File: config.mk
export PLATFORM = sky130hd
export DESIGN_NAME = fetch_top
export DESIGN_NICKNAME = d
export VERILOG_FILES = /design/src/verilog/fetch_pkg.sv /design/src/verilog/fetch_config.sv /design/src/verilog/branch_predictor.sv /design/src/verilog/fetch_unit.sv /design/src/verilog/fetch_stage.sv /design/src/verilog/fetch_top.sv
export VERILOG_INCLUDE_DIRS = /design/src /design/src/verilog
export SDC_FILE = /design/constraint.sdc
export NUM_CORES = 1
export LEC_CHECK = 0
export CAP_MARGIN = 10
export CORE_ASPECT_RATIO = 0.5
export CORE_MARGIN = 10
export CORE_UTILIZATION = 60
export CTS_CLUSTER_DIAMETER = 40
export DETAILED_ROUTE_END_ITERATION = 8
export DONT_BUFFER_PORTS = 1
export PLACE_DENSITY = 0.75
export SYNTH_ARGS = -nofsm -noshare
export SYNTH_HDL_FRONTEND = slang
export SYNTH_SLANG_ARGS = --single-unit
File: constraint.sdc
create_clock -name CLK -period 11.43 [get_ports CLK]
set_input_delay 2.286 -clock CLK [delete_from_list [all_inputs] [get_ports CLK]]
set_output_delay 2.286 -clock CLK [all_outputs]
set_load 0.03 [all_outputs]
File: src/verilog/fetch_defs.svh
// Shared constants for the RV32I fetch front end.
// Include wherever the reset PC, register map or bus byte order is needed.
`ifndef FETCH_DEFS_SVH
`define FETCH_DEFS_SVH

// PC loaded on reset
`define FETCH_RESET_PC 32'h0000_0100

// Instruction and address width
`define FETCH_WORD_W 32

// Configuration register map
`define FETCH_CFG_TRAP_VEC 2'd0
`define FETCH_CFG_CTRL     2'd1

// Bus byte order
// 1 uses bus data as it arrives, 0 swaps bytes into instruction order
`define FETCH_BUS_BIG_ENDIAN 1'b0

`endif

File: src/verilog/fetch_pkg.sv
// Types shared by the fetch front end: words, opcodes, branch and jump
// fields and the fetch/decode pipeline register.
`include "fetch_defs.svh"

package fetch_pkg;

    typedef logic [`FETCH_WORD_W-1:0] word_t;

    // RV32I major opcodes
    typedef enum logic [6:0] {
        LUI     = 7'b0110111,
        AUIPC   = 7'b0010111,
        JAL     = 7'b1101111,
        JALR    = 7'b1100111,
        BRANCH  = 7'b1100011,
        LOAD    = 7'b0000011,
        STORE   = 7'b0100011,
        IMMED   = 7'b0010011,
        REGREG  = 7'b0110011,
        MISCMEM = 7'b0001111,
        SYSTEM  = 7'b1110011
    } opcode_t;

    // Conditional branch layout
    typedef struct packed {
        logic       imm12;
        logic [5:0] imm10_05;
        logic [4:0] rs2;
        logic [4:0] rs1;
        logic [2:0] funct3;
        logic [3:0] imm04_01;
        logic       imm11;
        opcode_t    opcode;
    } sbtype_t;

    // JAL layout
    typedef struct packed {
        logic       imm20;
        logic [9:0] imm10_01;
        logic       imm11;
        logic [7:0] imm19_12;
        logic [4:0] rd;
        opcode_t    opcode;
    } ujtype_t;

    typedef struct packed {
        logic  valid;
        word_t instr;
        word_t pc;
        word_t pc4;
        logic  prediction;
        word_t predicted_address;
        logic  mal_insn;
        logic  fault_insn;
        word_t fault_addr;
    } fetch_decode_t;

endpackage

File: src/verilog/fetch_config.sv
// Configuration registers of the fetch front end.
// Holds the trap vector and the predictor enable behind a small register port.
`timescale 1ns/1ps
`include "fetch_defs.svh"

module fetch_config import fetch_pkg::*; (
    input  logic       CLK,
    input  logic       nRST,
    input  logic       cfg_we,
    input  logic [1:0] cfg_addr,
    input  word_t      cfg_wdata,
    output word_t      cfg_rdata,
    output word_t      trap_vector,
    output logic       pred_enable
);

    // Writes land on the next edge
    always_ff @(posedge CLK, negedge nRST) begin
        if (!nRST) begin
            trap_vector <= '0;
            pred_enable <= 1'b1;
        end else if (cfg_we) begin
            case (cfg_addr)
                `FETCH_CFG_TRAP_VEC: trap_vector <= cfg_wdata;
                `FETCH_CFG_CTRL:     pred_enable <= cfg_wdata[0];
                default: ;
            endcase
        end
    end

    // Readback, unmapped addresses and unused bits give zero
    always_comb begin
        cfg_rdata = '0;
        case (cfg_addr)
            `FETCH_CFG_TRAP_VEC: cfg_rdata = trap_vector;
            `FETCH_CFG_CTRL:     cfg_rdata[0] = pred_enable;
            default: ;
        endcase
    end

endmodule

File: src/verilog/branch_predictor.sv
// Static predictor for the fetched word.
// Backward branches and every JAL are taken; the target is pc plus the offset.
`timescale 1ns/1ps

module branch_predictor import fetch_pkg::*; (
    input  word_t insn_word,
    input  word_t pc,
    input  logic  pred_enable,
    output logic  predict_taken,
    output word_t target_addr
);

    sbtype_t insn_sb;
    ujtype_t insn_uj;
    word_t   imm_sb;
    word_t   imm_uj;
    logic    is_branch;
    logic    is_jal;

    assign insn_sb = sbtype_t'(insn_word);
    assign insn_uj = ujtype_t'(insn_word);

    // Sign extended offsets, bit 0 always zero
    assign imm_sb = {{19{insn_sb.imm12}}, insn_sb.imm12, insn_sb.imm11,
                     insn_sb.imm10_05, insn_sb.imm04_01, 1'b0};
    assign imm_uj = {{11{insn_uj.imm20}}, insn_uj.imm20, insn_uj.imm19_12,
                     insn_uj.imm11, insn_uj.imm10_01, 1'b0};

    assign is_branch = (insn_sb.opcode == BRANCH);
    assign is_jal    = (insn_uj.opcode == JAL);

    // Sign bit of the branch offset marks a backward branch
    assign predict_taken = pred_enable && (is_jal || (is_branch && insn_sb.imm12));
    assign target_addr   = is_jal ? pc + imm_uj : pc + imm_sb;

endmodule

File: src/verilog/fetch_unit.sv
// Instruction bus requester, one request outstanding at a time.
// Holds the returned word until the fetch stage accepts it.
`timescale 1ns/1ps
`include "fetch_defs.svh"

module fetch_unit import fetch_pkg::*; (
    input  logic  CLK,
    input  logic  nRST,
    input  word_t pc,
    input  logic  pc_redirect,
    input  logic  advance,
    output logic  ibus_req,
    output word_t ibus_addr,
    input  word_t ibus_rdata,
    input  logic  ibus_ready,
    input  logic  ibus_error,
    output logic  insn_ready,
    output word_t insn_word,
    output logic  insn_fault,
    output logic  mal_addr
);

    localparam bit BIG_ENDIAN = `FETCH_BUS_BIG_ENDIAN;

    typedef enum logic [1:0] {
        S_IDLE,
        S_WAIT,
        S_HOLD
    } state_t;

    state_t state;
    state_t next_state;
    logic   stale;
    logic   held_err;
    word_t  req_addr;
    word_t  bus_word;

    assign bus_word = BIG_ENDIAN ? ibus_rdata
                    : {ibus_rdata[7:0], ibus_rdata[15:8],
                       ibus_rdata[23:16], ibus_rdata[31:24]};

    // Misaligned pc never reaches the bus
    assign mal_addr = (pc[1:0] != 2'b00);

    always_comb begin
        next_state = state;
        case (state)
            // A pc about to change is not worth requesting
            S_IDLE: if (!mal_addr && !pc_redirect) next_state = S_WAIT;
            S_WAIT: begin
                if (ibus_ready) begin
                    next_state = (stale || pc_redirect) ? S_IDLE : S_HOLD;
                end
            end
            S_HOLD: if (advance || pc_redirect) next_state = S_IDLE;
            default: next_state = S_IDLE;
        endcase
    end

    always_ff @(posedge CLK, negedge nRST) begin
        if (!nRST) begin
            state <= S_IDLE;
            stale <= 1'b0;
        end else begin
            state <= next_state;
            if (state == S_IDLE) begin
                stale <= 1'b0;
            end else if (state == S_WAIT && pc_redirect && !ibus_ready) begin
                // Response still to come belongs to the old path
                stale <= 1'b1;
            end
        end
    end

    // Address and returned word
    always_ff @(posedge CLK) begin
        if (state == S_IDLE && next_state == S_WAIT) begin
            req_addr <= pc;
        end
        if (state == S_WAIT && next_state == S_HOLD) begin
            insn_word <= bus_word;
            held_err  <= ibus_error;
        end
    end

    assign ibus_req   = (state == S_WAIT);
    assign ibus_addr  = req_addr;
    assign insn_ready = (state == S_HOLD) && !held_err;
    assign insn_fault = (state == S_HOLD) && held_err;

endmodule

File: src/verilog/fetch_stage.sv
// Program counter, next-PC choice and the fetch/decode pipeline register.
// Next PC priority is trap, redirect, prediction, then pc+4.
`timescale 1ns/1ps
`include "fetch_defs.svh"

module fetch_stage import fetch_pkg::*; (
    input  logic          CLK,
    input  logic          nRST,
    input  logic          stall,
    input  logic          flush,
    input  logic          redirect,
    input  logic          trap,
    input  word_t         redirect_addr,
    input  word_t         trap_vector,
    input  logic          insn_ready,
    input  logic          insn_fault,
    input  logic          mal_addr,
    input  word_t         insn_word,
    input  logic          predict_taken,
    input  word_t         target_addr,
    output word_t         pc,
    output logic          pc_redirect,
    output logic          advance,
    output fetch_decode_t fd_reg
);

    word_t pc4;
    word_t npc;
    logic  take_pred;
    logic  squash;
    logic  pc_en;

    assign pc4 = pc + 32'd4;

    // Faults and misaligned pcs are accepted like instructions
    assign advance = (insn_ready || insn_fault || mal_addr) && !stall;

    // Prediction only counts for a real word
    assign take_pred = insn_ready && predict_taken;
    assign squash    = insn_fault || mal_addr;

    assign npc = trap      ? trap_vector
               : redirect  ? redirect_addr
               : take_pred ? target_addr
               : pc4;

    assign pc_redirect = trap || redirect || (advance && take_pred);
    assign pc_en       = trap || redirect || advance;

    always_ff @(posedge CLK, negedge nRST) begin
        if (!nRST) begin
            pc <= `FETCH_RESET_PC;
        end else if (pc_en) begin
            pc <= npc;
        end
    end

    always_ff @(posedge CLK, negedge nRST) begin
        if (!nRST) begin
            fd_reg <= '0;
        end else if (!stall) begin
            // Flush, or a bubble when nothing was accepted
            if (flush || !advance) begin
                fd_reg <= '0;
            end else begin
                fd_reg.valid      <= 1'b1;
                fd_reg.instr      <= squash ? '0 : insn_word;
                fd_reg.pc         <= pc;
                fd_reg.pc4        <= pc4;
                fd_reg.prediction <= take_pred;
                // Where fetch went next on the predicted path
                fd_reg.predicted_address <= take_pred ? target_addr : pc4;
                fd_reg.mal_insn   <= mal_addr;
                fd_reg.fault_insn <= insn_fault;
                fd_reg.fault_addr <= pc;
            end
        end
    end

endmodule

File: src/verilog/fetch_top.sv
// Fetch front end top level.
// Joins the configuration block, fetch stage, bus requester and predictor.
`timescale 1ns/1ps

module fetch_top import fetch_pkg::*; (
    input  logic          CLK,
    input  logic          nRST,
    input  logic          stall,
    input  logic          flush,
    input  logic          redirect,
    input  word_t         redirect_addr,
    input  logic          trap,
    input  logic          cfg_we,
    input  logic [1:0]    cfg_addr,
    input  word_t         cfg_wdata,
    output word_t         cfg_rdata,
    output logic          ibus_req,
    output word_t         ibus_addr,
    input  word_t         ibus_rdata,
    input  logic          ibus_ready,
    input  logic          ibus_error,
    output fetch_decode_t fd_reg
);

    word_t pc;
    word_t trap_vector;
    word_t insn_word;
    word_t target_addr;
    logic  pred_enable;
    logic  pc_redirect;
    logic  advance;
    logic  insn_ready;
    logic  insn_fault;
    logic  mal_addr;
    logic  predict_taken;

    fetch_config u_config (
        .CLK         (CLK),
        .nRST        (nRST),
        .cfg_we      (cfg_we),
        .cfg_addr    (cfg_addr),
        .cfg_wdata   (cfg_wdata),
        .cfg_rdata   (cfg_rdata),
        .trap_vector (trap_vector),
        .pred_enable (pred_enable)
    );

    fetch_stage u_stage (
        .CLK           (CLK),
        .nRST          (nRST),
        .stall         (stall),
        .flush         (flush),
        .redirect      (redirect),
        .trap          (trap),
        .redirect_addr (redirect_addr),
        .trap_vector   (trap_vector),
        .insn_ready    (insn_ready),
        .insn_fault    (insn_fault),
        .mal_addr      (mal_addr),
        .insn_word     (insn_word),
        .predict_taken (predict_taken),
        .target_addr   (target_addr),
        .pc            (pc),
        .pc_redirect   (pc_redirect),
        .advance       (advance),
        .fd_reg        (fd_reg)
    );

    fetch_unit u_fetch (
        .CLK         (CLK),
        .nRST        (nRST),
        .pc          (pc),
        .pc_redirect (pc_redirect),
        .advance     (advance),
        .ibus_req    (ibus_req),
        .ibus_addr   (ibus_addr),
        .ibus_rdata  (ibus_rdata),
        .ibus_ready  (ibus_ready),
        .ibus_error  (ibus_error),
        .insn_ready  (insn_ready),
        .insn_word   (insn_word),
        .insn_fault  (insn_fault),
        .mal_addr    (mal_addr)
    );

    branch_predictor u_predict (
        .insn_word     (insn_word),
        .pc            (pc),
        .pred_enable   (pred_enable),
        .predict_taken (predict_taken),
        .target_addr   (target_addr)
    );

endmodule

==> results.md <==
Flow run:
- The number of maximum-capacitance constraint violations is 0.

Place:
- Summed over all nets, the half-perimeter wirelength after detailed placement is 27500 um.
- Routability-driven placement finished with a final weighted congestion of 0.925.
- The pre-CTS worst setup slack is 6140 ps.
- The count of input and output buffers is 0.

Floorplan:
- Once the floorplan was initialized, standard cells occupied 61.7% of the core.
- The die boundary height is 123 um.
- The count of pins on the block boundary is 336.
- The floorplan has 37 rows.
- The area of the placeable core is 0.0207 sq mm.
- From left edge to right edge, the die measures 227 um.
- The total die area is 0.0279 sq mm.

Yosys:
- After synthesis, the netlist uses 66 different library cells.
- The synthesized net count is 1338.
- The register bit count reported by yosys is 262.
- Sequential elements use 53.8% of the synthesized area.
- During synthesis, Yosys emitted a total of 0 warnings.
- Yosys mapped a number of flops with a built-in enable equal to 65.
- The summed instance area of the synthesized netlist is 0.0128 sq mm.
- For this run, the leading register cell type out of synthesis is sky130_fd_sc_hd__dfrtp_1.
- The gate count of the mapped netlist is 1196.
- The mean cell area of the mapped netlist is 10.7 sq um.
- The async set or reset register ratio after synthesis is 75.2%.

GRT:
- The most heavily used metal layer in global routing is met2.
- The initial antenna violation count is 1.
- For this run, global-route usage on met2 was measured as 43.8%.
- The global-route total usage across every layer is 26.5%.
- Entering global routing, the biggest net connects 198 pins.
- For met1 alone, demand over resource in global routing was 34.6%.
- The first global-routing pass estimated 56900 um of wire.
- The via count of the first global-routing pass came to 9039.
- For this run the aggregate overflow at the end of global routing stands at 0.
- For met3 alone, demand over resource in global routing was 7.68%.

Clock network:
- The clock drives 262 sinks.
- Hold repair after CTS inserted 0 buffers.
- After clock tree synthesis, the clock-pin slew on the worst setup and hold paths is 70 ps.
- The H-tree depth is 1.
- The TritonCTS clock tree is done.
- Buffers added to address setup during post-CTS repair amount to 0.
- The number of gates given a new drive strength after cts is 0.
- The tree is rooted in a sky130_fd_sc_hd__clkbuf_16.
- Clock latency on the worst-skew pair, taken at its later pin, is 550 ps.
- The number of buffers inserted during clock tree synthesis is 27.
- The clock passes through at most 3 buffers.

Power and ir drop:
- The peak supply drop is 0.130 mV.
- The combinational group share of total power is 15.3%.
- The internal power of the cells totals 1740 uW.
- Net switching is 34.0% of the power.
- The share of total power dissipated in the clock network is 34.1%.
- The leakage power of the design is 0.00588 uW.
- The power density over the cells is 193 mW/mm^2.
- Per report_power, the sequential group accounts for 50.7% of the total.
- Summed over all nets, the switching power comes to 896 uW.

Timing:
- Setup violations remaining at the end of the flow were counted as 0.
- The number of failing hold endpoints at the final stage came to 0.
- The clock period could shrink to 5300 ps.
- Once routing completed, OpenROAD measured the worst setup slack at 6130 ps.
- The maximum operating frequency is 189 MHz.
- Between clock sinks in the finished design, the worst skew comes to 13.3 ps.
- The headroom to the max-slew limit is 26.4%.
- The total count of max-transition violations in the final report is 0.
- The final setup TNS is 0 ps.
- The post-route clock period utilization is 46.4%.
- Setup repair after global routing left no endpoint under its margin.
- At the pin with the least slew margin, the transition time is 1100 ps.

Status:
- The flow ran to the end, and the final reports show no timing, DRC or antenna violations.

Critical path:
- The worst setup path is of the primary input to output port kind.
- The largest individual stage delay along the critical path comes from the cell sky130_fd_sc_hd__and2_1.
- At the worst endpoint, the arrival time is 3010 ps.
- The signal on the critical path passes through nor2_1, buf_4, and2_1.
- For this run, the slowest stage of the critical path takes 370 ps.
- The top fanout value on the critical path is 32.
- At the worst endpoint, the required time is 9140 ps.
- The kind of launch point of the worst setup path is a primary input.
- The nature of the critical path endpoint is an output port.

Detailed routing:
- For this block, the via count after detailed routing is 9293.
- The violation count after the first detailed-routing iteration is 926.
- After detailed routing, the average wire length per cell comes to 26.9 um.
- The total wire length is 38200 um.
- The post-route DRC violation count is 0.
- The iteration count of the initial detailed-routing pass is 5.
- The number of nets with antenna violations after routing is 0.
- Using the TritonRoute via totals, the vias-per-cell ratio works out to 6.54.

Layout:
- The share of layout cells above drive strength 1 is 7.93%.
- Leaving out fill and tap cells, the most frequent cell in the layout is sky130_fd_sc_hd__dfrtp_1.
- The number of flip-flops under the largest register name is 129.
- The final net count is 1268.
- The top cell types in the final layout, fill and taps aside, are sky130_fd_sc_hd__dfrtp_1, sky130_fd_sc_hd__nand2_1, sky130_fd_sc_hd__nor2_1.
- The area added between synthesis and finish is 6.51%.

Worst hold path:
- The worst hold-check path type is register to register.
[stage by stage]
stage          hold slack (ps)  instances  cell area [sq um]  power [uW]  util (%)
3_5_place_dp               483       1370              12700        1750      61.3
3_3_place_gp               464       1370              12700        1730      61.3
4_1_cts                    492       1420              13600        2640      65.7
2_1_floorplan              423       1196              12800        1640         -
5_1_grt                    513       1420              13600        2740      65.7
6_report                   490       1421              13600        2640      65.8
[cell families (layout without fill, tap and decap cells)]
logic type                 after synthesis  in the layout  synth area share, %
DFF                                    262            262                 53.8
buffers and inverters                  116             67                 4.51
muxes                                   51             51                 4.37
other                                    0              1                    0
and+or+nand+nor                        339            339                 12.3
xor gates and xnor gates                55             55                 3.76
adders and majority gates               35             35                 3.48
AOI/OAI and AO/OA                      338            338                 17.8
[final timing paths]
kind,from,to,slack [ps],depth (start not counted)
max,cfg_addr[1],cfg_rdata[22],6130,3
min,u_fetch.insn_word[1],u_stage.fd_reg[132],490,1
max reg2reg,u_fetch.insn_word[4],u_stage.fd_reg[65],6840,14
min reg2reg,u_fetch.insn_word[1],u_stage.fd_reg[132],490,1
max in group asynchronous,nRST,u_stage.fd_reg[71],9640,0
min in group asynchronous,nRST,u_stage.fd_reg[73],1440,0
[layout make-up]
class / count / area, sq um
diodes: 1 / 2.50
inverters: 7 / 26.3
clock buffers: 34 / 732
fillers: 1611 / 7100
flip-flops and latches: 262 / 6880
well taps: 273 / 342
repair buffers: 10 / 75.1
clock inverters: 16 / 183
multi-input cells: 818 / 5390
[cell usage after synthesis (all sizes together) (11+ instances only)]
library cell,instances,share of area [%]
dfrtp,195,38
nand2,136,4.0
o21ai,91,3.6
nor2,82,2.4
a22o,79,5.4
a21oi,76,3.0
edfxtp,65,15
clkbuf,58,1.7
buf,51,2.6
mux2,39,3.4
and2,34,1.7
ha,34,3.3
xor2,30,2.1
a21o,27,1.6
xnor2,25,1.7
and3,15,0.77
nor3,15,0.59
nand3,14,0.55
mux2i,12,0.94
nand4,11,0.54
[worst max-delay path: cells and delay by family]
kind | cells | cell delay, ps
buffers and inverters | 1 | 270
AND/OR/NAND/NOR | 2 | 450
[power groups by stage]
stage / Combinational (uW) / Sequential [uW] / Clock, uW
after global placement: 385 / 1350 / 0
after CTS: 400 / 1340 / 907
final: 402 / 1340 / 898
after detailed placement: 397 / 1350 / 0
after floorplan: 384 / 1260 / 0
after global routing: 446 / 1350 / 947
[layer usage]
metal	vias up	part of all wire, %
met5	-	0
met4	0	1.6
met3	43	8.9
met2	381	49
met1	4724	41
li1	4145	-
Note: power is estimated with default switching activity, not from simulation.
